<file path="config.mk">
export PLATFORM = sky130hd
export DESIGN_NAME = bitonic_merge_net
export DESIGN_NICKNAME = d
export VERILOG_FILES = /design/src/rtl/merge_pkg.sv /design/src/rtl/bitonic_merge_net.sv
export SDC_FILE = /design/constraint.sdc
export NUM_CORES = 2
export LEC_CHECK = 0
export ABC_CLOCK_PERIOD_IN_PS = 12050
export BUFFER_PORTS_ARGS = -buffer_cell sky130_fd_sc_hd__buf_2
export CAP_MARGIN = 20
export CELL_PAD_IN_SITES_DETAIL_PLACEMENT = 0
export CELL_PAD_IN_SITES_GLOBAL_PLACEMENT = 1
export CORE_UTILIZATION = 45
export CTS_BUF_LIST = sky130_fd_sc_hd__clkbuf_8
export DETAILED_ROUTE_END_ITERATION = 6
export PLACE_DENSITY = 0.78
export SYNTH_ARGS = -nofsm -noshare
export SYNTH_HDL_FRONTEND = slang
export SYNTH_SLANG_ARGS = --single-unit
</file>
<file path="constraint.sdc">
create_clock -name i_clk -period 12.05 [get_ports i_clk]
set_input_delay 0.6025 -clock i_clk [delete_from_list [all_inputs] [get_ports i_clk]]
set_output_delay 0.6025 -clock i_clk [all_outputs]
set_load 0.03 [all_outputs]
</file>
<file path="src/rtl/merge_pkg.sv">
package merge_pkg;

   // merge controller states.
   typedef enum logic [2:0] {
      ST_MERGE,
      ST_DRAIN_A,
      ST_DRAIN_B,
      ST_FLUSH,
      ST_MARK,
      ST_WAIT
   } merge_state_e;

   // network opcodes.
   typedef enum logic [1:0] {
      OP_LOAD,   // new tuple becomes the held tuple.
      OP_MERGE,  // emit lower half, keep upper half.
      OP_FLUSH,  // emit the held tuple.
      OP_MARK    // emit an all-zero marker.
   } net_op_e;

   // a tuple whose lowest key is this value ends a run.
   localparam int unsigned END_KEY = 0;

endpackage

</file>
<file path="src/rtl/bitonic_merge_net.sv">
`timescale 1ns/1ps

module bitonic_merge_net #(
   parameter int KEY_W = 32,
   parameter int KEYS  = 4
) (
   input  logic                   i_clk,
   input  logic                   i_rst_n,
   input  logic                   i_issue,
   input  merge_pkg::net_op_e     i_op,
   input  logic                   i_sel_b,
   input  logic [KEYS*KEY_W-1:0]  i_a_tuple,
   input  logic [KEYS*KEY_W-1:0]  i_b_tuple,
   output logic                   o_busy,
   output logic                   o_emit,
   output logic [KEYS*KEY_W-1:0]  o_tuple
);

   localparam int LOG     = $clog2(2 * KEYS);
   localparam int NET_LAT = LOG + 1; // input register plus one per half-cleaner.

   typedef logic [KEYS-1:0][KEY_W-1:0]   tuple_t;
   typedef logic [2*KEYS-1:0][KEY_W-1:0] seq_t;

   tuple_t             new_q;
   tuple_t             held_q;
   logic               held_vld_q;
   merge_pkg::net_op_e op_q [NET_LAT];
   logic [NET_LAT-1:0] vld_q;
   seq_t               seq_first;
   seq_t               seq_out [LOG];
   seq_t               seq_q [LOG];
   merge_pkg::net_op_e wb_op;
   seq_t               wb_seq;

   function automatic logic is_ascending(input tuple_t t);
      logic ok;
      ok = 1'b1;
      for (int i = 1; i < KEYS; i++) begin
         if (t[i] < t[i-1]) begin
            ok = 1'b0;
         end
      end
      return ok;
   endfunction

   // held tuple in the low slots, new tuple reversed above it.
   always_comb begin
      seq_first = {(2 * KEYS){KEY_W'(merge_pkg::END_KEY)}};
      case (op_q[0])
         merge_pkg::OP_MERGE: begin
            for (int i = 0; i < KEYS; i++) begin
               seq_first[i]        = held_q[i];
               seq_first[KEYS + i] = new_q[KEYS - 1 - i];
            end
         end
         merge_pkg::OP_LOAD:  seq_first[KEYS-1:0] = new_q;
         merge_pkg::OP_FLUSH: seq_first[KEYS-1:0] = held_q;
         default: ;
      endcase
   end

   for (genvar j = 0; j < LOG; j++) begin : g_stage
      localparam int D = KEYS >> j;
      seq_t stage_in;
      if (j == 0) begin : g_head
         assign stage_in = seq_first;
      end else begin : g_tail
         assign stage_in = seq_q[j-1];
      end
      for (genvar i = 0; i < 2 * KEYS; i++) begin : g_pair
         if ((i % (2 * D)) < D) begin : g_cmp
            logic swap;
            // only merges compare; other ops pass straight through.
            assign swap = (op_q[j] == merge_pkg::OP_MERGE) && (stage_in[i] > stage_in[i + D]);
            assign seq_out[j][i]     = swap ? stage_in[i + D] : stage_in[i];
            assign seq_out[j][i + D] = swap ? stage_in[i] : stage_in[i + D];
         end
      end
   end

   always_ff @(posedge i_clk) begin
      if (i_issue) begin
         new_q   <= i_sel_b ? i_b_tuple : i_a_tuple;
         op_q[0] <= i_op;
      end
      for (int j = 0; j < LOG; j++) begin
         seq_q[j] <= seq_out[j];
      end
      for (int k = 1; k < NET_LAT; k++) begin
         op_q[k] <= op_q[k-1];
      end
   end

   always_ff @(posedge i_clk) begin
      if (!i_rst_n) begin
         vld_q <= '0;
      end else begin
         vld_q <= {vld_q[NET_LAT-2:0], i_issue};
      end
   end

   // upper half goes back as the final stage is loaded.
   assign wb_op  = op_q[NET_LAT-2];
   assign wb_seq = seq_out[LOG-1];

   always_ff @(posedge i_clk) begin
      if (vld_q[NET_LAT-2]) begin
         if (wb_op == merge_pkg::OP_MERGE) begin
            held_q <= wb_seq[2*KEYS-1:KEYS];
         end else if (wb_op == merge_pkg::OP_LOAD) begin
            held_q <= wb_seq[KEYS-1:0];
         end
      end
   end

   always_ff @(posedge i_clk) begin
      if (!i_rst_n) begin
         held_vld_q <= 1'b0;
      end else if (vld_q[NET_LAT-2]) begin
         case (wb_op)
            merge_pkg::OP_LOAD,
            merge_pkg::OP_MERGE: held_vld_q <= 1'b1;
            merge_pkg::OP_FLUSH: held_vld_q <= 1'b0;
            default: ;
         endcase
      end
   end

   assign o_busy  = |vld_q[NET_LAT-2:0];
   assign o_emit  = vld_q[NET_LAT-1] && (op_q[NET_LAT-1] != merge_pkg::OP_LOAD);
   assign o_tuple = seq_q[LOG-1][KEYS-1:0];

   a_emit_sorted: assert property (@(posedge i_clk) disable iff (!i_rst_n)
      o_emit |-> is_ascending(o_tuple));

   // the controller only merges or flushes after a load in the same run.
   a_held_ready: assert property (@(posedge i_clk) disable iff (!i_rst_n)
      (i_issue && (i_op == merge_pkg::OP_MERGE || i_op == merge_pkg::OP_FLUSH))
      |-> held_vld_q);

endmodule

</file>
==> summary.txt <==
Post-synthesis register bit count - 908
Fin crit share - 48.2%
CP Class - reg -> reg
I/O Buffers - 391
Unrepaired setup endpoints after global routing - false
Setup TNS Final - 0 ns
Setup-failing EPs final - 0
Worst EP required - 12.77 ns
Synth-to-Final Area Change - 14.3%
Post-Place Cell Area - 48000 µm²
Routability Congestion - 0.932
Syn Area/Cell - 11.2 µm²
Setup crit end kind - register
Seq/Total Area, Yosys - 46.1%
Largest delay contributor family on the critical path - compound AO/OA/AOI/OAI gates
Initial Utilization - 45.6%
Number of synthesized flops with an enable pin - 258
Worst-Margin Slew - 1.13 ns
Die Y-Extent - 318 µm
Relative slew slack - 23.9%
Wire length of the first global-routing pass - 203000 µm
Multi-input logic area - 21800 µm²
Clock Tree Buf Depth - 3
Initial DRC count - 2769
Final Non-Filler Cells - 5872
Cell area after layout - 51400 µm²
FF-to-FF Start - op_q[0][0]$_DFFE_PP_
Hold path startpoint - i_a_tuple[58]
Syn_nets - 4664
Total global routing overflow - 0
LEAKAGE - 23.3 nW
Wirelength, routed - 138000 µm
Mapped Area - 45000 µm²
Final setup skew - 0.0399 ns
Status - completed
Critical Path Max Stage Delay - 0.76 ns
Place WS - 6.34 ns
Top_reg_cell synth - dfxtp_1
CP max FO - 95
Worst-skew pair later-pin latency - 0.86 ns
Min Tclk post-route - 5.81 ns
Cells after Synth - 4015
Pins over their slew limit - 0
Fillers - 8789
CTS Buf Count - 157
Post-synth top area cell - dfxtp_1
Final worst setup slack - 6.24 ns
Commonest non-fill, non-tap cells in the layout - dfxtp_1 (650), inv_1 (458), buf_2 (389), ha_1 (384), mux2_2 (380)
Most common cell after layout, fill and taps aside - dfxtp_1
Number of global-route vias before repair - 31700
Total number of H-tree levels - 4
Dpl hpwl - 102000 µm
Post-CTS Resized - 0
All-layer global routing usage - 26.8%
Vias/cell - 5.52
Core ar. - 98700 µm²
Total power - 10.1 mW
Sequential cell area - 20800 µm²
Root Buffer - clkbuf_8
CTS clk-pin slew, worst paths - 0.06 ns
Final ANT Viol Nets - 0
Routed via count - 32400
I/O pin cnt - 392
Hold Crit Class - in -> reg
DR DRC count - 0
Largest net degree at the start of global routing - 96
DRT Pass-1 Iters - 5
Die Wd - 318 µm
Crit path DAT - 6.53 ns
Ys Warns - 0
Yosys cell types - 58
CTS tree - done
Buf+Inv Stages, Crit Path - 3
Fmax achieved - 172 MHz
Post-synth top area share - 28.9%
Row cnt - 115
Worst path cell trace - inv_1, ha_4, buf_12, a22oi_1, nor2_1, ha_1, a21oi_1, o21ai_0, o21a_1, o311a_1, a31oi_4, buf_4, mux2_2
Critical-path top delay cell - buf_4
Fin. Hold Viols - 0
Critical path origin - op_q[0][0]$_DFFE_PP_
Wire length per cell - 23.5 µm
Initial antenna violation count - 4
Post-Place Cells - 5543
Final nets - 5103
Synth top area cells - dfxtp_1 (29%), edfxtp_1 (17%), ha_1 (11%)
DIE AREA - 101000 µm²
Type of origin of the critical path - register
Share of cells above drive strength 1 - 25.8%
Async SR Flop Fraction - 0%
Clk sinks - 908
Worst vdd ir - 141 µV
Power per cell area - 197 nW/µm²
Postcts setup bufs - 0
MaxCap Viol Count - 0
[synthesized netlist by cell type, types with 5 or more instances]
cell       number
a2111oi_0       6
a211oi_1       17
a21o_1         44
a21oi_1       151
a221oi_1        6
a22oi_1       128
a31oi_1         5
and4_1          5
buf_1           7
buf_2          13
buf_4          34
buf_6          21
buf_8          12
clkbuf_1      105
dfxtp_1       650
edfxtp_1      258
ha_1          387
inv_1         392
mux2_1        129
mux2_2        380
mux2_4        127
mux2i_1       196
nand2_1       317
nand3_1       100
nand4_1        79
nor2_1        161
nor2b_1        22
nor3_1          6
nor4_1          9
o211ai_1       17
o21ai_0        65
o21ai_1        45
o221ai_1       64
[layout make-up]
cell class | count | area share (%)
clock buffers | 183 | 4.90
clock inverters | 106 | 1.09
diodes | 1 | 0.00487
inverters | 392 | 2.86
well taps | 1287 | 3.13
multi-input cells | 2523 | 42.4
repair buffers | 472 | 5.30
flip-flops and latches | 908 | 40.4
[routing by layer]
| layer | GRT usage (%) | wire length (µm) |
|---|---|---|
| met2 | 41.0 | 60100 |
| met3 | 5.60 | 10400 |
| met4 | 8.82 | 3980 |
| met1 | 37.6 | 63600 |
| met5 | 0 | 0 |
[worst reg2reg max path: stages, from the launching register on]
cell and delay (ns):
edfxtp_1 0.48, inv_1 0.12, ha_4 0.57, buf_12 0.42, a22oi_1 0.48, nor2_1 0.21
ha_1 0.29, a21oi_1 0.14, o21ai_0 0.32, o21a_1 0.31, o311a_1 0.38, a31oi_4 0.67
buf_4 0.76, mux2_2 0.55
[cell families after synthesis]
family	synth area share, %
flops	46.1
mux	21.3
simple gates	7.30
compound gates	8.64
fa+ha+maj	10.8
buf+inv	5.84
[path summary, 6_finish.rpt]
path	to	slack, ns	depth (start not counted)
max	seq_q[0][125]$_DFF_P_	6.24	13
min	new_q[58]$_DFFE_PP_	0.06	2
max reg2reg	seq_q[0][125]$_DFF_P_	6.24	13
min reg2reg	op_q[3][0]$_DFF_P_	0.43	0
[registers in the layout, summed over array words and instances, names as in the netlist]
name and cells:
new_q 128, seq_q 640, op_q 8, held_q 128
vld_q 4
[power breakdown]
part	internal [mW]	switching (mW)
logic	1.25	1.97
clock network	1.45	1.32
registers	3.69	0.434
total	6.40	3.72
[per-stage QoR]
stage               hold slack (ns)  utilization [%]
floorplan                     0.323                -
global placement              0.416             48.5
detailed placement            0.420             48.6
CTS                        0.000353             52.1
global route                 0.0150             52.1
finish                       0.0617             52.1
[what timing repair did]
action	in CTS	in global routing
endpoints found under the setup margin	0	0
hold buffers	37	0
hold endpoints to repair	27	0
(Power assumes the default switching activity.)
