**src/rtl/tuple_fifo.sv**
```systemverilog
`timescale 1ns/1ps

module tuple_fifo #(
   parameter int WIDTH = 128,
   parameter int DEPTH = 16
) (
   input  logic                   i_clk,
   input  logic                   i_rst_n,
   input  logic                   i_push,
   input  logic [WIDTH-1:0]       i_data,
   input  logic                   i_pop,
   output logic [WIDTH-1:0]       o_data,
   output logic                   o_empty,
   output logic                   o_full,
   output logic [$clog2(DEPTH):0] o_free
);

   localparam int AW = $clog2(DEPTH);

   logic [WIDTH-1:0] mem [DEPTH];
   logic [AW-1:0]    wr_ptr_q;
   logic [AW-1:0]    rd_ptr_q;
   logic [AW:0]      count_q;
   logic             push_ok;
   logic             pop_ok;

   assign push_ok = i_push && !o_full;
   assign pop_ok  = i_pop && !o_empty;

   assign o_data  = mem[rd_ptr_q]; // first word falls through.
   assign o_empty = (count_q == '0);
   assign o_full  = (count_q == (AW+1)'(DEPTH));
   assign o_free  = (AW+1)'(DEPTH) - count_q;

   always_ff @(posedge i_clk) begin
      if (push_ok) begin
         mem[wr_ptr_q] <= i_data;
      end
   end

   always_ff @(posedge i_clk) begin
      if (!i_rst_n) begin
         wr_ptr_q <= '0;
         rd_ptr_q <= '0;
         count_q  <= '0;
      end else begin
         if (push_ok) begin
            wr_ptr_q <= wr_ptr_q + 1'b1; // depth is a power of two, so it wraps.
         end
         if (pop_ok) begin
            rd_ptr_q <= rd_ptr_q + 1'b1;
         end
         case ({push_ok, pop_ok})
            2'b10:   count_q <= count_q + 1'b1;
            2'b01:   count_q <= count_q - 1'b1;
            default: count_q <= count_q;
         endcase
      end
   end

   // the producer must respect full.
   a_no_overflow: assert property (@(posedge i_clk) disable iff (!i_rst_n)
      i_push |-> !o_full);

   // the consumer must respect empty.
   a_no_underflow: assert property (@(posedge i_clk) disable iff (!i_rst_n)
      i_pop |-> !o_empty);

endmodule

```
**config.mk**
```make
export PLATFORM = sky130hd
export DESIGN_NAME = tuple_fifo
export DESIGN_NICKNAME = d
export VERILOG_FILES = /design/src/rtl/tuple_fifo.sv
export SDC_FILE = /design/constraint.sdc
export NUM_CORES = 1
export LEC_CHECK = 0
export BUFFER_PORTS_ARGS = -buffer_cell sky130_fd_sc_hd__buf_2
export CELL_PAD_IN_SITES_DETAIL_PLACEMENT = 2
export CELL_PAD_IN_SITES_GLOBAL_PLACEMENT = 2
export CORE_MARGIN = 5
export CORE_UTILIZATION = 30
export CTS_CLUSTER_SIZE = 28
export DETAILED_ROUTE_END_ITERATION = 7
export PLACE_DENSITY = 0.62
export RECOVER_POWER = 50
export SYNTH_ARGS = -nofsm -noshare
export SYNTH_HDL_FRONTEND = slang
export SYNTH_SLANG_ARGS = --single-unit
```
**constraint.sdc**
```tcl
create_clock -name i_clk -period 26.2 [get_ports i_clk]
set_input_delay 3.93 -clock i_clk [delete_from_list [all_inputs] [get_ports i_clk]]
set_output_delay 3.93 -clock i_clk [all_outputs]
set_load 0.03 [all_outputs]
```
==> results.sh, run 1 <==
export IMPL_end_kind="register"
export IMPL_grt_pass1_vias=39900
export IMPL_critPathMaxStageDelay_ns=6.17
export IMPL_netlist_instances=3116
export IMPL_yosys_area_top_type="edfxtp_1"
export IMPL_crit_slowest_cell="clkbuf_1"
export IMPL_clock_path_buffers=3
export IMPL_cts_resized=0
export IMPL_hold_viol_final=0
export IMPL_numClockSinks=2065
export IMPL_area_growth_synth_to_final_pct=16.1
export IMPL_critPathTopFamily="buffers and inverters"
export IMPL_rsz0062_at_grt="no"
export IMPL_wl_um=212000
export IMPL_worst_slew_pin_slew_ns=8.90
export IMPL_drv_cap=5
export IMPL_final_max_slew_viol_count=159
export IMPL_vias=35500
export IMPL_cellLeakagePower_nw=26.9
export IMPL_power_mw=8.27
export IMPL_setup_violations=0
export IMPL_overflow=0
export IMPL_clock_skew_ns=0.0921
export IMPL_rr_worst_depth=9
export IMPL_synth_fp_nets=3258
export IMPL_synthArstFlopShare_pct=0
export IMPL_dp_hpwl_um=107000
export IMPL_yosys_warnings=0
export IMPL_power_density_nw_per_um2=91.3
export IMPL_cp_max_fo=86
export IMPL_ff_latch_area_sq_um=61900
export IMPL_cts_tree="done"
export IMPL_synth_edff_count=2048
export IMPL_htreeDepth=4
export IMPL_violations="capacitance limit, slew limit"
export IMPL_outcome="finished, violations left"
export IMPL_finalSetupTns_ns=0
export IMPL_grt_pass1_wl_um=304000
export IMPL_syn_area_per_cell_sq_um=25.0
export IMPL_hold_buffers=0
export IMPL_antenna_found_initial=53
export IMPL_grt_max_degree=118
export IMPL_dp_worst_setup_slack_ns=16.37
export IMPL_critPathKind="input pin to register"
export IMPL_power_switching_mw=2.18
export IMPL_crit_end="mem[13][101]"
export IMPL_crit_chain="buf_2 -> nor2b_1 -> nand2_1 -> nor2_4 -> clkbuf_1 -> buf_4"
export IMPL_setup_ws_ns=13.85
export IMPL_switching_share_pct=26.4
export IMPL_worstPathArrival_ns=12.79
export IMPL_yosys_register_bits=2065
export IMPL_r2r_slack_ns=15.81
export IMPL_place_congestion=0.672
export IMPL_track_usage_pct=15.6
export IMPL_coreArea_sq_um=259000
export IMPL_path_clk_slew_ns=0.06
export IMPL_r2r_start="count_q[1]"
export IMPL_worstPathRequired_ns=26.64
export IMPL_cts_buffers_inserted=220
export IMPL_die_y_um=520
export IMPL_drive_above_1_share_pct=30.1
export IMPL_netlist_top_cells_area="edfxtp_1 (79%), mux4_2 (17%), mux2i_1 (0.65%)"
export IMPL_start_util_pct=30.1
export IMPL_cp_startpoint="i_push"
export IMPL_period_share_pct=47.1
export IMPL_synth_distinct_cells=33
export IMPL_seq_power_share_pct=45.3
export IMPL_multi_input_area_sq_um=15400
export IMPL_p_int_mw=6.09
export IMPL_power_frac_comb_pct=17.4
export IMPL_nFillCells=24900
export IMPL_ioPinCount=267
export IMPL_startpoint_type="input pin"
export IMPL_maxSlewHeadroom_pct=-494
export IMPL_path_buf_inv=3
export IMPL_synth_seq_area_share_pct=79.3
export IMPL_viasPerCell=5.01
export IMPL_vdd_drop_max_mv=0.0706
export IMPL_r2r_end="mem[13][101]"
export IMPL_root_buffer="clkbuf_16"
export IMPL_rows=187
export IMPL_fin_hold_ws_ns=0.491
export IMPL_hp_class="register to register"
export IMPL_port_buffers=266
export IMPL_syn_area_sq_um=78000
export IMPL_dr_pass1_iters=7
export IMPL_max_freq_mhz=81.0
export IMPL_dieWidth_um=520
export IMPL_clock_power_share_pct=37.3
export IMPL_final_nets=3643
export IMPL_synth_ff_type="edfxtp_1"
export IMPL_drc_errors=0
export IMPL_fin_crit_ns=12.35
export IMPL_clk_latency_ns=0.90
export IMPL_final_antenna_net_count=0
export IMPL_wire_per_inst_um=29.9
export IMPL_die_area_sq_um=270000
export IMPL_cts_setup_buffers=0
export IMPL_netlist_area_leader_share_pct=78.8
export IMPL_drt_iter0_markers=3117
export IMPL_cp_depth=6
## cells by family (layout without fill, tap and decap cells)
kind of cell	after synthesis	count (layout)	synth area share [%]
buffers and inverters	175	744	1.09
muxes	643	643	17.7
AOI/OAI and AO/OA	107	107	0.871
and+or+nand+nor	105	105	0.755
xor gates and xnor gates	11	11	0.123
adders and majority gates	10	10	0.160
DFF	2065	2065	79.3
other	0	11	0
## cells in the final DEF, fill, tap and decap left out, types with 3 or more instances in the layout
cell,n
nor3_2,4
clkbuf_16,221
clkinv_4,3
nor2b_1,54
inv_1,7
a21boi_0,3
buf_2,138
dfxtp_4,4
buf_4,50
mux4_2,592
clkinvlp_4,5
clkinv_16,12
xnor2_1,7
nand2b_1,3
ha_1,10
nand2_1,14
nor2_1,5
and2_1,4
and2_0,6
buf_12,13
clkbuf_1,178
a21oi_1,48
bufinv_16,20
clkinv_1,55
clkinv_2,37
xor2_1,4
edfxtp_1,2048
diode_2,11
mux2i_1,51
a211oi_1,48
dfxtp_1,13
nor2_4,7
## sequential cells by signal, indices dropped and copies added (netlist names), named ones only
name / cells
rd_ptr_q: 4
wr_ptr_q: 4
count_q: 5
mem: 2048
## cells in the mapped netlist, types with 7 or more instances
cell      count
a211oi_1     48
a21oi_1      48
and2_1       10
buf_1        16
buf_2        52
buf_4        25
clkbuf_1     70
dfxtp_1      17
edfxtp_1   2048
ha_1         10
inv_1         7
mux2i_1      51
mux4_2      592
nand2_1      14
nor2_1       12
nor2b_1      54
xnor2_1       7
## how the worst min path moves through the flow
stage          cells after the start  slack [ns]          to  startpoint
6_report                           2        0.49  count_q[4]  count_q[4]
5_1_grt                            2        0.53  count_q[4]  count_q[4]
4_1_cts                            2        0.50  count_q[4]  count_q[4]
3_5_place_dp                       2        0.49  count_q[4]  count_q[4]
3_3_place_gp                       2        0.47  count_q[4]  count_q[4]
2_1_floorplan                      2        0.46  count_q[4]  count_q[4]
## routing by layer
metal  GRT usage [%]  share of wire (%)  up-vias
li1                -                  -    14300
met1            21.2                 42    19800
met2            25.7                 49     1061
met3            3.27                6.0      316
met4            3.84                2.1       28
met5               0              0.085        -
## area by class of cell
cell class	count	area share, %
flip-flops and latches	2065	68.3
multi-input cells	876	17.0
clock buffers	269	6.30
well taps	3402	4.70
repair buffers	331	2.00
clock inverters	137	1.64
diodes	11	0.0304
inverters	7	0.0290
## metrics by stage
step / area, sq um / util [%] / instances
6_report: 90600 / 34.9 / 7098
5_1_grt: 90600 / 34.9 / 7090
4_1_cts: 90800 / 35.0 / 7087
3_5_place_dp: 83600 / 32.2 / 6681
3_3_place_gp: 83600 / 32.2 / 6681
2_1_floorplan: 78000 / - / 3116
## tightest hold or removal path, delay by kind of cell, from the launching register on
| kind | cells | cell delay (ns) |
|---|---|---|
| simple gates | 1 | 0.06 |
| flops | 1 | 0.33 |
| mux | 1 | 0.06 |
## power groups by stage
stage	combinational (mW)	clock, mW	sequential (mW)
finish	1.44	3.09	3.74
global route	1.54	3.34	3.75
CTS	1.48	3.19	3.75
detailed placement	1.48	0	3.81
global placement	1.45	0	3.81
floorplan	1.08	0	3.80
Note: power is estimated with default switching activity, not from simulation.
==> run 2, diff against run 1 <==
==> constraint.sdc (replaced) <==
create_clock -name i_clk -period 12.3 [get_ports i_clk]
set_input_delay 1.845 -clock i_clk [delete_from_list [all_inputs] [get_ports i_clk]]
set_output_delay 1.845 -clock i_clk [all_outputs]
set_load 0.03 [all_outputs]
==> run 2 against run 1 <==
Effect of this change:
- the flow still finishes with violations (capacitance limit, slew limit)
- clock skew up 0.0030 ns
- first-iteration DRC count up 11%
- flip-flop and latch count stayed put
- sequential power up 110%
- critical endpoint is now o_data[10]
- die area unchanged
- global-route usage shrank 0.082 points
==> results.sh, run 2 (synthesis results as in run 1) <==
export IMPL_outcome="finished, violations left"
export IMPL_violations="capacitance limit, slew limit"
export IMPL_critPathKind="register to primary output"
export IMPL_track_usage_pct=15.5
export IMPL_hp_class="register to register"
export IMPL_start_util_pct=30.1
export IMPL_worst_slew_pin_slew_ns=2.90
export IMPL_holdPathStages=2
export IMPL_vdd_drop_max_mv=0.145
export IMPL_drive_above_1_share_pct=30.2
export IMPL_power_switching_mw=4.67
export IMPL_fin_crit_ns=6.79
export IMPL_reg_top3="mem: 2048 flops, count_q: 5 flops"
export IMPL_cts_buffers_inserted=219
export IMPL_finalSetupTns_ns=0
export IMPL_wl_um=211000
export IMPL_critPathTopFamily="buffers and inverters"
export IMPL_die_y_um=520
export IMPL_worstPathArrival_ns=4.95
export IMPL_htreeDepth=4
export IMPL_met3WireLength_um=13100
export IMPL_wirelength_met1_um=90300
export IMPL_rsz0062_at_grt="no"
export IMPL_switching_share_pct=26.4
export IMPL_largest_reg_flops=2048
export IMPL_rows=187
export IMPL_dr_pass1_iters=7
export IMPL_final_max_slew_viol_count=125
export IMPL_area_growth_synth_to_final_pct=16.2
export IMPL_end_kind="primary output"
export IMPL_wire_per_inst_um=29.6
export IMPL_path_clk_slew_ns=0.06
export IMPL_maxSlewHeadroom_pct=-93.5
export IMPL_p_int_mw=13.0
export IMPL_rr_worst_depth=10
export IMPL_dr_wl_met2_um=103000
export IMPL_antenna_found_initial=60
export IMPL_numClockSinks=2065
export IMPL_grt_pass1_wl_um=304000
export IMPL_top_register="mem"
export IMPL_grt_pass1_vias=39800
export IMPL_max_freq_mhz=147
export IMPL_die_area_sq_um=270000
export IMPL_final_nets=3640
export IMPL_clock_power_share_pct=37.5
export IMPL_timing_critical_path_mode_cell="buf_4"
export IMPL_final_common_cell="edfxtp_1"
export IMPL_seq_power_share_pct=45.0
export IMPL_coreArea_sq_um=259000
export IMPL_setup_violations=0
export IMPL_final_cell_mix="edfxtp_1 (2048), mux4_2 (592), clkbuf_16 (219)"
export IMPL_cellLeakagePower_nw=26.9
export IMPL_ioPinCount=267
export IMPL_hold_viol_final=0
export IMPL_cts_resized=0
export IMPL_power_density_nw_per_um2=195
export IMPL_overflow=0
export IMPL_startpoint_type="register"
export IMPL_clock_skew_ns=0.0951
export IMPL_viasPerCell=4.99
export IMPL_r2r_slack_ns=5.52
export IMPL_period_share_pct=55.2
export IMPL_port_buffers=266
export IMPL_hold_buffers=0
export IMPL_path_buf_inv=3
export IMPL_final_antenna_net_count=0
export IMPL_cp_max_fo=64
export IMPL_dieWidth_um=520
export IMPL_worstPathRequired_ns=10.45
export IMPL_cts_tree="done"
export IMPL_grt_max_degree=139
export IMPL_clk_latency_ns=0.89
export IMPL_drt_iter0_markers=3459
export IMPL_cp_depth=7
export IMPL_critPathMaxStageDelay_ns=0.93
export IMPL_dp_hpwl_um=110000
export IMPL_nFillCells=24900
export IMPL_root_buffer="clkbuf_16"
export IMPL_drc_errors=0
export IMPL_crit_chain="buf_4 -> buf_4 -> mux4_2 -> nor2b_1 -> a211oi_1 -> a21oi_1 -> buf_2"
export IMPL_clock_path_buffers=3
export IMPL_cts_setup_buffers=0
export IMPL_fin_hold_ws_ns=0.498
export IMPL_top_layer="met5"
export IMPL_crit_slowest_cell="buf_4"
export IMPL_power_frac_comb_pct=17.5
export IMPL_drv_cap=6
export IMPL_place_congestion=0.684
export IMPL_vias=35400
==> run 2: cell types whose count changed in the layout (fill, tap and decap cells not counted), moves of 5 or more <==
cell	previous run	this run
bufinv_16	20	25
clkbuf_1	178	170
clkinv_1	55	61
clkinv_2	37	32
clkinvlp_4	5	11
diode_2	11	17
==> run 2: final timing paths <==
kind | start | to
setup / recovery | register | o_data[10]
hold / removal | count_q[4] | count_q[4]
setup reg to reg | count_q[1] | mem[8][104]
hold reg to reg | count_q[4] | count_q[4]
==> run 2: power by group through the flow <==
stage	Sequential (mW)	Clock [mW]	Combinational (mW)
2_1_floorplan	8.09	0	2.30
3_3_place_gp	8.11	0	3.16
3_5_place_dp	8.12	0	3.20
4_1_cts	7.97	6.85	3.21
5_1_grt	7.98	7.18	3.33
6_report	7.97	6.65	3.10
==> run 2: layout make-up <==
class,count,area (sq um),area share [%]
well taps,3402,4260,4.69
repair buffers,329,1820,2.01
multi-input cells,876,15400,17.0
flip-flops and latches,2065,61900,68.2
clock inverters,148,1640,1.81
clock buffers,259,5630,6.21
inverters,7,26.3,0.0290
diodes,17,42.5,0.0469
==> run 2: layer usage <==
metal	GRT usage, %	vias to the layer above
met2	25.3	1028
met5	0	-
met1	21.3	19800
met3	3.54	312
li1	-	14300
met4	3.51	34
==> run 2: worst min-delay path: stages, from the launching register on <==
cell and delay (ns):
dfxtp_1 0.33, nand2_1 0.06, mux2i_1 0.06
==> run 2: through the flow <==
stage / instance area (sq um) / cells / total power [mW] / utilization [%] / setup WS (ns)
finish: 90700 / 7103 / 17.7 / 35.0 / 5.51
global route: 90600 / 7089 / 18.5 / 35.0 / 5.17
CTS: 90800 / 7086 / 18.0 / 35.0 / 5.31
detailed placement: 83600 / 6679 / 11.3 / 32.2 / 6.25
global placement: 83600 / 6679 / 11.3 / 32.2 / 6.23
floorplan: 78000 / 3116 / 10.4 / - / 0.640
