<file path="config.mk">
export PLATFORM = sky130hd
export DESIGN_NAME = merge_control
export DESIGN_NICKNAME = d
export VERILOG_FILES = /design/src/rtl/merge_pkg.sv /design/src/rtl/merge_control.sv
export SDC_FILE = /design/constraint.sdc
export NUM_CORES = 1
export LEC_CHECK = 0
export ABC_AREA = 1
export BUFFER_PORTS_ARGS = -buffer_cell sky130_fd_sc_hd__clkbuf_2
export CORE_MARGIN = 4
export CORE_UTILIZATION = 40
export DETAILED_ROUTE_END_ITERATION = 6
export HOLD_SLACK_MARGIN = 0.05
export PLACE_DENSITY = 0.85
export SYNTH_ARGS = -nofsm -noshare
export SYNTH_HDL_FRONTEND = slang
export SYNTH_SLANG_ARGS = --single-unit
export TNS_END_PERCENT = 1
</file>
<file path="constraint.sdc">
create_clock -name i_clk -period 1.4 [get_ports i_clk]
set_input_delay 0.07 -clock i_clk [delete_from_list [all_inputs] [get_ports i_clk]]
set_output_delay 0.07 -clock i_clk [all_outputs]
set_load 0.05 [all_outputs]
</file>
<file path="src/rtl/merge_pkg.sv">
package merge_pkg;

   // merge controller states.
   typedef enum logic [2:0] {
      ST_MERGE,
      ST_DRAIN_A,
      ST_DRAIN_B,
      ST_FLUSH,
      ST_MARK,
      ST_WAIT
   } merge_state_e;

   // network opcodes.
   typedef enum logic [1:0] {
      OP_LOAD,   // new tuple becomes the held tuple.
      OP_MERGE,  // emit lower half, keep upper half.
      OP_FLUSH,  // emit the held tuple.
      OP_MARK    // emit an all-zero marker.
   } net_op_e;

   // a tuple whose lowest key is this value ends a run.
   localparam int unsigned END_KEY = 0;

endpackage

</file>
<file path="src/rtl/merge_control.sv">
`timescale 1ns/1ps

module merge_control #(
   parameter int KEY_W  = 32,
   parameter int FREE_W = 5
) (
   input  logic               i_clk,
   input  logic               i_rst_n,
   input  logic [KEY_W-1:0]   i_a_key,
   input  logic [KEY_W-1:0]   i_b_key,
   input  logic               i_a_empty,
   input  logic               i_b_empty,
   input  logic               i_busy,
   input  logic [FREE_W-1:0]  i_out_free,
   output logic               o_pop_a,
   output logic               o_pop_b,
   output logic               o_issue,
   output merge_pkg::net_op_e o_op,
   output logic               o_sel_b
);

   merge_pkg::merge_state_e state_q;
   merge_pkg::merge_state_e state_d;
   logic                    loaded_q;
   logic                    loaded_d;
   logic                    a_mark;
   logic                    b_mark;
   logic                    can_issue;
   merge_pkg::net_op_e      pop_op;

   assign a_mark = (i_a_key == KEY_W'(merge_pkg::END_KEY));
   assign b_mark = (i_b_key == KEY_W'(merge_pkg::END_KEY));

   // one slot for a result still in the network, one for this one.
   assign can_issue = !i_busy && (i_out_free >= FREE_W'(2));
   assign pop_op    = loaded_q ? merge_pkg::OP_MERGE : merge_pkg::OP_LOAD;

   always_comb begin
      state_d  = state_q;
      loaded_d = loaded_q;
      o_pop_a  = 1'b0;
      o_pop_b  = 1'b0;
      o_issue  = 1'b0;
      o_op     = merge_pkg::OP_LOAD;
      o_sel_b  = 1'b0;
      case (state_q)
         merge_pkg::ST_MERGE: begin
            if (!i_a_empty && !i_b_empty) begin
               if (a_mark && b_mark) begin
                  o_pop_a = 1'b1;
                  o_pop_b = 1'b1;
                  state_d = merge_pkg::ST_FLUSH;
               end else if (a_mark) begin
                  o_pop_a = 1'b1; // drop A's marker, finish from B.
                  state_d = merge_pkg::ST_DRAIN_B;
               end else if (b_mark) begin
                  o_pop_b = 1'b1;
                  state_d = merge_pkg::ST_DRAIN_A;
               end else if (can_issue) begin
                  o_sel_b  = (i_b_key < i_a_key); // ties go to A.
                  o_pop_a  = !o_sel_b;
                  o_pop_b  = o_sel_b;
                  o_issue  = 1'b1;
                  o_op     = pop_op;
                  loaded_d = 1'b1;
               end
            end
         end
         merge_pkg::ST_DRAIN_A: begin
            if (!i_a_empty) begin
               if (a_mark) begin
                  o_pop_a = 1'b1;
                  state_d = merge_pkg::ST_FLUSH;
               end else if (can_issue) begin
                  o_pop_a  = 1'b1;
                  o_issue  = 1'b1;
                  o_op     = pop_op;
                  loaded_d = 1'b1;
               end
            end
         end
         merge_pkg::ST_DRAIN_B: begin
            o_sel_b = 1'b1;
            if (!i_b_empty) begin
               if (b_mark) begin
                  o_pop_b = 1'b1;
                  state_d = merge_pkg::ST_FLUSH;
               end else if (can_issue) begin
                  o_pop_b  = 1'b1;
                  o_issue  = 1'b1;
                  o_op     = pop_op;
                  loaded_d = 1'b1;
               end
            end
         end
         merge_pkg::ST_FLUSH: begin
            if (!loaded_q) begin
               state_d = merge_pkg::ST_MARK; // empty run, nothing held.
            end else if (can_issue) begin
               o_issue  = 1'b1;
               o_op     = merge_pkg::OP_FLUSH;
               loaded_d = 1'b0;
               state_d  = merge_pkg::ST_MARK;
            end
         end
         merge_pkg::ST_MARK: begin
            if (can_issue) begin
               o_issue = 1'b1;
               o_op    = merge_pkg::OP_MARK;
               state_d = merge_pkg::ST_WAIT;
            end
         end
         merge_pkg::ST_WAIT: begin
            // let the marker leave the network before the next run starts.
            if (!i_busy) begin
               state_d = merge_pkg::ST_MERGE;
            end
         end
         default: state_d = merge_pkg::ST_MERGE;
      endcase
   end

   always_ff @(posedge i_clk) begin
      if (!i_rst_n) begin
         state_q  <= merge_pkg::ST_MERGE;
         loaded_q <= 1'b0;
      end else begin
         state_q  <= state_d;
         loaded_q <= loaded_d;
      end
   end

   // the network takes every issue and goes busy on the next cycle.
   a_issue_idle: assert property (@(posedge i_clk) disable iff (!i_rst_n)
      o_issue |-> !i_busy ##1 i_busy);

endmodule

</file>
==> results of run 1 <==
==> cell families (layout without fill, tap and decap cells) <==
family                   Yosys count  count (layout)  share of synthesized area [%]
AND/OR/NAND/NOR                  146             146                           41.9
buffers and inverters             58             171                           14.4
AO/OA/AOI/OAI                     35              35                           12.8
adder cells (fa/ha/maj)           31              31                           25.6
flip-flops                         4               4                           5.29
==> worst min path at each step <==
stage	to	slack, ns	cells past startpoint
final	register	0.10	3
after global routing	register	0.14	3
after floorplan	register	0.21	2
after detailed placement	register	0.32	3
after global placement	register	0.31	3
after CTS	register	0.1	3
==> report_power, final <==
group / total (uW) / internal (uW) / leakage, uW / switching [uW]
logic: 576 / 282 / 0.00135 / 294
registers: 112 / 110 / 0.0000348 / 1.53
clock network: 242 / 183 / 0.0000216 / 58.4
==> worst max-delay path: cells and delay by family <==
kind / cells / cell delay [ns]
simple gates: 11 / 0.87
fa+ha+maj: 1 / 0.27
buf+inv: 4 / 0.33
==> what timing repair did <==
item	CTS	global route
gates resized for setup	28	55
pin swaps	16	32
setup endpoints to repair	9	9
setup buffers	1	1
==> metrics by stage <==
stage	cells	util, %	power, uW	setup TNS, ns
2_1_floorplan	274	-	356	-0.438
3_3_place_gp	430	61.6	558	-0.941
3_5_place_dp	430	61.6	573	-1.23
4_1_cts	434	66.4	839	-1.16
5_1_grt	435	73.0	1010	-2.10
6_report	435	73.0	929	-1.22
==> cell usage in the layout, fill, tap and decap left out, types with 2 or more instances in the layout <==
| cell type | Yosys | routed |
|---|---|---|
| a21oi_1 | 18 | 10 |
| a21oi_2 | 1 | 9 |
| buf_12 | 0 | 2 |
| buf_4 | 0 | 31 |
| clkbuf_2 | 0 | 70 |
| clkbuf_8 | 0 | 7 |
| dfxtp_4 | 0 | 3 |
| ha_1 | 31 | 18 |
| ha_4 | 0 | 13 |
| inv_1 | 57 | 44 |
| inv_2 | 1 | 12 |
| nand2_1 | 68 | 57 |
| nand2_2 | 3 | 14 |
| nand3_1 | 12 | 8 |
| nand3_2 | 0 | 4 |
| nand4_1 | 12 | 12 |
| nor2_1 | 41 | 33 |
| nor2_2 | 3 | 4 |
| nor2_4 | 1 | 8 |
| nor3_1 | 5 | 3 |
| nor3_2 | 0 | 2 |
| o211ai_1 | 2 | 2 |
| o21ai_0 | 10 | 6 |
| o21ai_1 | 1 | 4 |
| o21ai_2 | 2 | 3 |
==> layout make-up <==
cell class                 count  area [um2]
clock buffer                   3        41.3
fill                         292         988
inverter                      58         225
multi-input combinational    212        1530
sequential                     4        91.3
tap                           48        60.1
timing repair buffer         110         729
==> layer usage <==
metal  global-route usage (%)  up-vias  routed length, um
met5                        0        -                  0
met4                     7.38        0                 70
met3                     2.32       10                289
met2                     36.8       77               2840
met1                     21.8      960               2100
li1                         -     1107                  -
==> qor.yml, run 1 <==
sta:
  fin_crit_ns: 1.61
  hold_viol: 0
  clock.fmax_mhz: 621
  fin_crit_sh_pct: 115
  setup_viol: 8
  fin_ws_ns: -0.211
  fin_skew_ns: 0.000760
  rsz0062_at_grt: "yes"
  worst_pin_slew_ns: 0.376
  drv_slew: 0
  hold_ws_ns: 0.102
  slew_headroom_pct: 74.7
logic_synthesis:
  yosys_warnings: 0
  synth_edf_count: 0
  syn_nets: 379
  synth_most_common_cell: "nand2_1"
  synth.distinct_cells: 20
  yosys.area.top_type: "ha_1"
  synth.avg_cell_area_um2: 5.53
  syn_area_um2: 1510
  yosysTopAreaCellShare_pct: 25.6
  ys_seq_area_share_pct: 5.29
  synthTopCellsByCount: "nand2_1 (68), inv_1 (57), nor2_1 (41), ha_1 (31), a21oi_1 (18)"
  ys_seq_elements: 4
  syn_inst: 274
  synth_ff_type: "dfxtp_1"
  ys_async_sr_fraction_pct: 0
  synth_area_leaders: "ha_1 (26%), nand2_1 (17%), inv_1 (14%)"
setup_path:
  endpoint: "o_pop_a"
  crit_arrival_ns: 1.54
  crit_slowest_cell: "ha_4"
  crit_required_ns: 1.33
  crit_top_cell: "nand2_2"
  critPathLaunch: "i_a_key[15]"
  reg2reg_depth: 11
  r2r-start: "state_q[1]$_SDFFE_PN0P_"
  startpoint_type: "primary input"
  worst-setup-path-type: "primary input to primary output"
  reg2reg_to: "state_q[0]$_SDFFE_PN0P_"
  critPathCaptureType: "primary output"
  cp_max_fo: 2
  cpPeakStageDelay_ns: 0.27
  r2r_slack_ns: -0.16
  cp_cell_sequence: "clkbuf_2 -> inv_2 -> ha_4 -> nand2_2 -> inv_2 -> nand3_2 -> nor3_2 -> nand2_1 -> nand2_2 -> nand2_2 -> nand2_2 -> nand2_1 -> nand2_1 -> nand2_2 -> nand2_2 -> buf_12"
detailed_routing:
  drtIter0Drc: 95
  wl_um: 5300
  drc: 0
  postRouteAntennaNets: 0
  num_vias: 2154
  dr.pass1.iters: 5
  via_per_inst: 4.95
  routedWlPerCell_um: 12.2
placement:
  routabilityCongestion: 0.893
  post_dp_cell_area_um2: 2250
  numPortBuffers: 78
  pre_cts_slack_ns: -0.229
  dpl.hpwl_um: 4170
finish:
  post-route-cell-area_um2: 2670
  drive_gt1_share_pct: 48.6
  synthToLayoutAreaGrowth_pct: 76.5
  antenna_cells: 0
  layout.nets: 494
clock_network:
  cts_htree_levels: 1
  clk_pin_slew_ns: 0.03
  clkLatencyLatePin_ns: 0.21
  cts_made_buffers: 3
  tritoncts: "done"
  root_buffer: "clkbuf_8"
  ctsHoldBuffers: 0
  clockBufferDepth: 2
  clock-sinks: 4
run:
  cap_violations: 0
global_route:
  grt_pass1_vias: 2092
  grt.total_usage_pct: 19.4
  grt_first_pass_wirelength_um: 8110
  antenna_found_initial: 0
  grt_max_degree: 7
  grt_overflow: 0
die:
  die_h_um: 69.5
  initial_utilization_pct: 41.4
  dieArea_um2: 4830
  rows: 22
  core-area_um2: 3660
  die_w_um: 69.5
  ios: 80
power:
  p_leak_uw: 0.00140
  p_per_area_nw_per_um2: 348
  vdd_drop_max_mv: 0.413
min_path:
  hold_start: "i_rst_n"
  hold_class: "primary input to register"
run_status:
  violations: "setup timing"
  status: "complete, but fails checks"
Note: power is estimated with default switching activity, not from simulation.
==> run 2: changes to the inputs <==
- MAX_ROUTING_LAYER: unset -> met4
- PLACE_DENSITY: 0.85 -> 0.75
==> run 2 against run 1 <==
Against the previous run: the flow still finishes with violations (setup timing); combinational power is 11% lower; non-clock buffer count grew 5; sequential share of layout area shrank 0.055 points; global-route usage down 0.68 points; final cell count up 1.1%; worst setup slack gained 0.010 ns; maximum frequency grew 0.63%; sequential cell count unchanged; count of clock-buffer cells in the layout unchanged.
==> qor.yml, run 2 (synthesis gave the netlist of run 1 again) <==
clock_network:
  clkLatencyLatePin_ns: 0.21  # about the same
  clockBufferDepth: 2  # unchanged
  clock-sinks: 4  # unchanged
  cts_htree_levels: 1  # unchanged
  tritoncts: "done"
  cts_setup_buffers: 0  # -1
  clk_pin_slew_ns: 0.03  # about the same
  cts_made_buffers: 3  # unchanged
  root_buffer: "clkbuf_8"
sta:
  fin_skew_ns: 0.00212  # +0.00136 ns
  fin_crit_sh_pct: 114  # -0.72 points
  hold_viol: 0  # unchanged
  slew_headroom_pct: 82.2  # +7.5 points
  setup_viol: 9  # +1
  clock.fmax_mhz: 625  # +0.63%
  fin_ws_ns: -0.201  # +0.0102 ns
  fin_crit_ns: 1.60  # -0.0102 ns
  worst_pin_slew_ns: 0.264  # -0.113 ns
  rsz0062_at_grt: "yes"
  hold_ws_ns: 0.110  # +0.00777 ns
  drv_slew: 0  # unchanged
  final.setup.tns_ns: -1.09  # +0.126 ns
run:
  cap_violations: 0  # unchanged
power:
  vdd_drop_max_mv: 0.340  # -18%
  p_per_area_nw_per_um2: 336  # -3.3%
  p_leak_uw: 0.00143  # +1.6%
finish:
  final_common_cell: "clkbuf_2"
  drive_gt1_share_pct: 43.6  # -5.0 points
  final_cells: 440  # +1.1%
  antenna_cells: 0  # unchanged
  num-fill-cells: 313  # +7.2%
  final_cell_mix: "clkbuf_2 (71), nand2_1 (61), inv_1 (49)"
  area.sequential_um2: 86.3  # -5.5%
  synthToLayoutAreaGrowth_pct: 69.6
  post-route-cell-area_um2: 2570  # -3.9%
  multi_input_area_um2: 1400  # -8.1%
  layout.nets: 499  # +1.0%
die:
  die_h_um: 69.5  # unchanged
  die_w_um: 69.5  # unchanged
  ios: 80  # unchanged
  dieArea_um2: 4830  # unchanged
  initial_utilization_pct: 41.4  # unchanged
  core-area_um2: 3660  # unchanged
  rows: 22  # unchanged
placement:
  post_dp_cell_area_um2: 2320  # +3.0%
  dp_cells: 437  # +1.6%
  numPortBuffers: 78  # unchanged
  pre_cts_slack_ns: -0.265  # -0.0360 ns
  dpl.hpwl_um: 4130  # -0.81%
  routabilityCongestion: 0.899  # +0.58%
detailed_routing:
  postRouteAntennaNets: 0  # unchanged
  drc: 0  # unchanged
  routedWlPerCell_um: 10.9  # -11%
  dr.pass1.iters: 4  # -1
  drtIter0Drc: 63  # -34%
  num_vias: 2084  # -3.2%
  wl_um: 4800  # -9.5%
  via_per_inst: 4.74  # -4.3%
setup_path:
  cp_cell_sequence: "inv_2 -> buf_4 -> buf_4 -> nor2_4 -> inv_2 -> o211ai_1 -> clkbuf_16"
  cpPeakStageDelay_ns: 0.34  # +0.07 ns
  crit_required_ns: 1.33  # about the same
  worst-setup-path-type: "register to primary output"
  crit_arrival_ns: 1.53  # about the same
  crit_slowest_cell: "dfxtp_2"
  critPathCaptureType: "primary output"
  cp_max_fo: 4  # +2
  startpoint_type: "register"
run_status:
  status: "complete, but fails checks"
  violations: "setup timing"
global_route:
  grt.total_usage_pct: 18.7  # -0.68 points
  grt_max_degree: 7  # unchanged
  antenna_found_initial: 0  # unchanged
  grt_overflow: 0  # unchanged
  grt_pass1_vias: 1976  # -5.5%
  grt_first_pass_wirelength_um: 7670  # -5.4%
min_path:
  hold_class: "primary input to register"
==> run 2: changes by cell type in the layout (fill, tap and decap cells not counted), moves of 3 or more <==
cell / before / now
ha_1: 18 / 26
a21oi_1: 10 / 13
ha_4: 13 / 5
nand2_1: 57 / 61
inv_2: 12 / 9
nand2_2: 14 / 10
buf_4: 31 / 36
a21oi_2: 9 / 6
inv_1: 44 / 49
==> run 2: what timing repair did <==
action,in CTS,in global routing
pin swaps,8,18
gates resized for setup,12,39
setup endpoints to repair,9,10
hold buffers,0,0
==> run 2: through the flow <==
stage | utilization (%) | power (uW)
2_1_floorplan | - | 356
3_3_place_gp | 63.4 | 562
3_5_place_dp | 63.4 | 577
4_1_cts | 65.9 | 823
5_1_grt | 70.1 | 947
6_report | 70.1 | 864
==> run 2: critical path, delay by kind of cell (launching register included) <==
family	cells	cell delay, ns
AOI/OAI and AO/OA	1	0.23
buffers and inverters	5	0.62
DFF	1	0.34
and+or+nand+nor	1	0.13
==> run 2: area by class of cell <==
type,instances,share of cell area [%]
Sequential cell,4,3.36
Inverter,58,8.48
Clock buffer,3,1.61
Tap cell,48,2.34
Timing Repair Buffer,115,29.6
Multi-Input combinational cell,212,54.6
==> run 2: worst paths after layout <==
check	start	end	slack, ns	cells past startpoint
max	state_q[1]$_SDFFE_PN0P_	o_pop_b	-0.20	7
min	i_rst_n	register	0.11	3
max reg2reg	state_q[1]$_SDFFE_PN0P_	state_q[1]$_SDFFE_PN0P_	-0.08	11
min reg2reg	register	register	0.53	2
==> run 2: routing by layer <==
layer / vias up / share of wire (%) / routed length, um / global-route usage (%)
met1: 914 / 40 / 1910 / 20.8
met2: 49 / 54 / 2610 / 35.8
met5: - / 0 / 0 / -
met4: 0 / 0.71 / 34 / 4.12
li1: 1117 / - / - / -
met3: 4 / 4.9 / 236 / 1.74
==> run 2: where the power goes <==
part	total, uW	internal [uW]	switching (uW)
registers	116	114	1.50
logic	514	250	264
clock network	233	183	50.7
total	864	547	316
==> run 3: changes to the inputs <==
- SKIP_LAST_GASP: unset -> 1
==> run 3 against run 2 <==
Against the previous run: the run still ends with setup timing left; sequential share of layout area hardly changed; maximum frequency is 0.30% lower; highest routed layer unchanged; critical path depth stayed put.
==> qor.yml, run 3 (synthesis gave the netlist of run 1 again) <==
run_status:
  status: "complete, but fails checks"
  violations: "setup timing"
detailed_routing:
  routedWlPerCell_um: 10.8  # -0.67%
  postRouteAntennaNets: 0  # unchanged
  dr.pass1.iters: 4  # unchanged
  highest_layer: "met4"
  wl_met3_um: 246  # +4.2%
  num_vias: 2074  # -0.48%
  wl_um: 4760  # -0.67%
  wl_met2_um: 2580  # -1.5%
  wl_met1_um: 1910  # -0.21%
  drc: 0  # unchanged
  drtIter0Drc: 66  # +4.8%
  via_per_inst: 4.71  # -0.48%
finish:
  antenna_cells: 0  # unchanged
  final_cell_mix: "clkbuf_2 (72), nand2_1 (61), inv_1 (49)"
  drive_gt1_share_pct: 43.4  # -0.26 points
  synthToLayoutAreaGrowth_pct: 68.5
  num-fill-cells: 316  # +0.96%
  final_cells: 440  # unchanged
  fin_util_pct: 69.7  # -0.44 points
  multi_input_area_um2: 1400  # -0.27%
  final_common_cell: "clkbuf_2"
  area.sequential_um2: 86.3  # unchanged
  layout.nets: 499  # unchanged
die:
  core-area_um2: 3660  # unchanged
  die_w_um: 69.5  # unchanged
  initial_utilization_pct: 41.4  # unchanged
  die_h_um: 69.5  # unchanged
  dieArea_um2: 4830  # unchanged
  rows: 22  # unchanged
  ios: 80  # unchanged
global_route:
  grt_max_degree: 7  # unchanged
  grt_first_pass_wirelength_um: 7670  # about the same
  antenna_found_initial: 0  # unchanged
  grt_overflow: 0  # unchanged
  grt.total_usage_pct: 18.7  # unchanged
  grt_pass1_vias: 1978  # +0.10%
clock_network:
  tritoncts: "done"
  cts_setup_buffers: 0  # unchanged
  root_buffer: "clkbuf_8"
  clock-sinks: 4  # unchanged
  clk_pin_slew_ns: 0.03  # about the same
  clkLatencyLatePin_ns: 0.21  # about the same
  ctsHoldBuffers: 0  # unchanged
  clockBufferDepth: 2  # unchanged
  cts_htree_levels: 1  # unchanged
  cts_made_buffers: 3  # unchanged
sta:
  fin_skew_ns: 0.00199  # -0.000131 ns
  clock.fmax_mhz: 623  # -0.30%
  hold_ws_ns: 0.106  # -0.00364 ns
  rsz0062_at_grt: "yes"
  drv_slew: 0  # unchanged
  fin_crit_sh_pct: 115  # +0.35 points
  worst_pin_slew_ns: 0.264  # -0.000000954 ns
  fin_crit_ns: 1.61  # +0.00485 ns
  fin_ws_ns: -0.206  # -0.00485 ns
  hold_viol: 0  # unchanged
  setup_viol: 9  # unchanged
  slew_headroom_pct: 82.2  # about the same
  final.setup.tns_ns: -1.26  # -0.166 ns
placement:
  dpl.hpwl_um: 4130  # unchanged
  pre_cts_slack_ns: -0.265  # unchanged
  numPortBuffers: 78  # unchanged
  routabilityCongestion: 0.899  # unchanged
  dp_cells: 437  # unchanged
setup_path:
  cp_cell_sequence: "inv_2 -> buf_4 -> buf_4 -> nor2_4 -> inv_2 -> o211ai_1 -> clkbuf_16"
  cp_max_fo: 4  # unchanged
  path_delay_family: "buffers and inverters"
  worst-setup-path-type: "register to primary output"
  startpoint_type: "register"
  crit_slowest_cell: "dfxtp_2"
  crit_arrival_ns: 1.54  # about the same
  cpPeakStageDelay_ns: 0.34  # about the same
  r2r_slack_ns: -0.11  # -0.03 ns
  critPathCaptureType: "primary output"
  cp.buffers_inverters: 5  # unchanged
  crit_required_ns: 1.33  # about the same
min_path:
  hold_class: "primary input to register"
run:
  cap_violations: 0  # unchanged
power:
  p_leak_uw: 0.00142  # -0.18%
  p_per_area_nw_per_um2: 339  # +0.72%
  vdd_drop_max_mv: 0.340  # about the same
==> run 3: worst paths after layout <==
check / from / end / cells past startpoint
max: state_q[1]$_SDFFE_PN0P_ / o_pop_b / 7
min: i_rst_n / register / 3
min reg2reg: register / register / 2
max reg2reg: state_q[1]$_SDFFE_PN0P_ / state_q[1]$_SDFFE_PN0P_ / 11
==> run 3: worst min-delay path: cells and delay by family <==
family          cells  cell delay [ns]
compound gates      2             0.11
buf+inv             1             0.09
==> run 3: layout make-up <==
type / count / area share (%)
Timing Repair Buffer: 115 / 29.3
Clock buffer: 3 / 1.62
Sequential cell: 4 / 3.38
Inverter: 58 / 8.53
Tap cell: 48 / 2.35
Multi-Input combinational cell: 212 / 54.8
==> run 3: per-stage QoR <==
stage | cell area [um2] | total power [uW]
final | 2550 | 864
after global routing | 2550 | 947
after CTS | 2400 | 824
after detailed placement | 2320 | 577
after global placement | 2320 | 562
after floorplan | 1530 | 356
==> run 3: what timing repair did <==
| item | CTS | global route |
|---|---|---|
| resized for setup | 10 | 36 |
| pin swaps | 5 | 18 |
| setup endpoints to repair | 9 | 10 |
==> run 3: routing by layer <==
layer	track usage [%]	vias up
met3	1.74	4
met2	35.8	49
met5	-	-
li1	-	1117
met4	4.12	0
met1	20.8	904
==> run 3: power breakdown <==
group | switching [uW] | total, uW | internal (uW)
clock network | 50.9 | 233 | 183
logic | 264 | 515 | 251
registers | 1.42 | 116 | 114
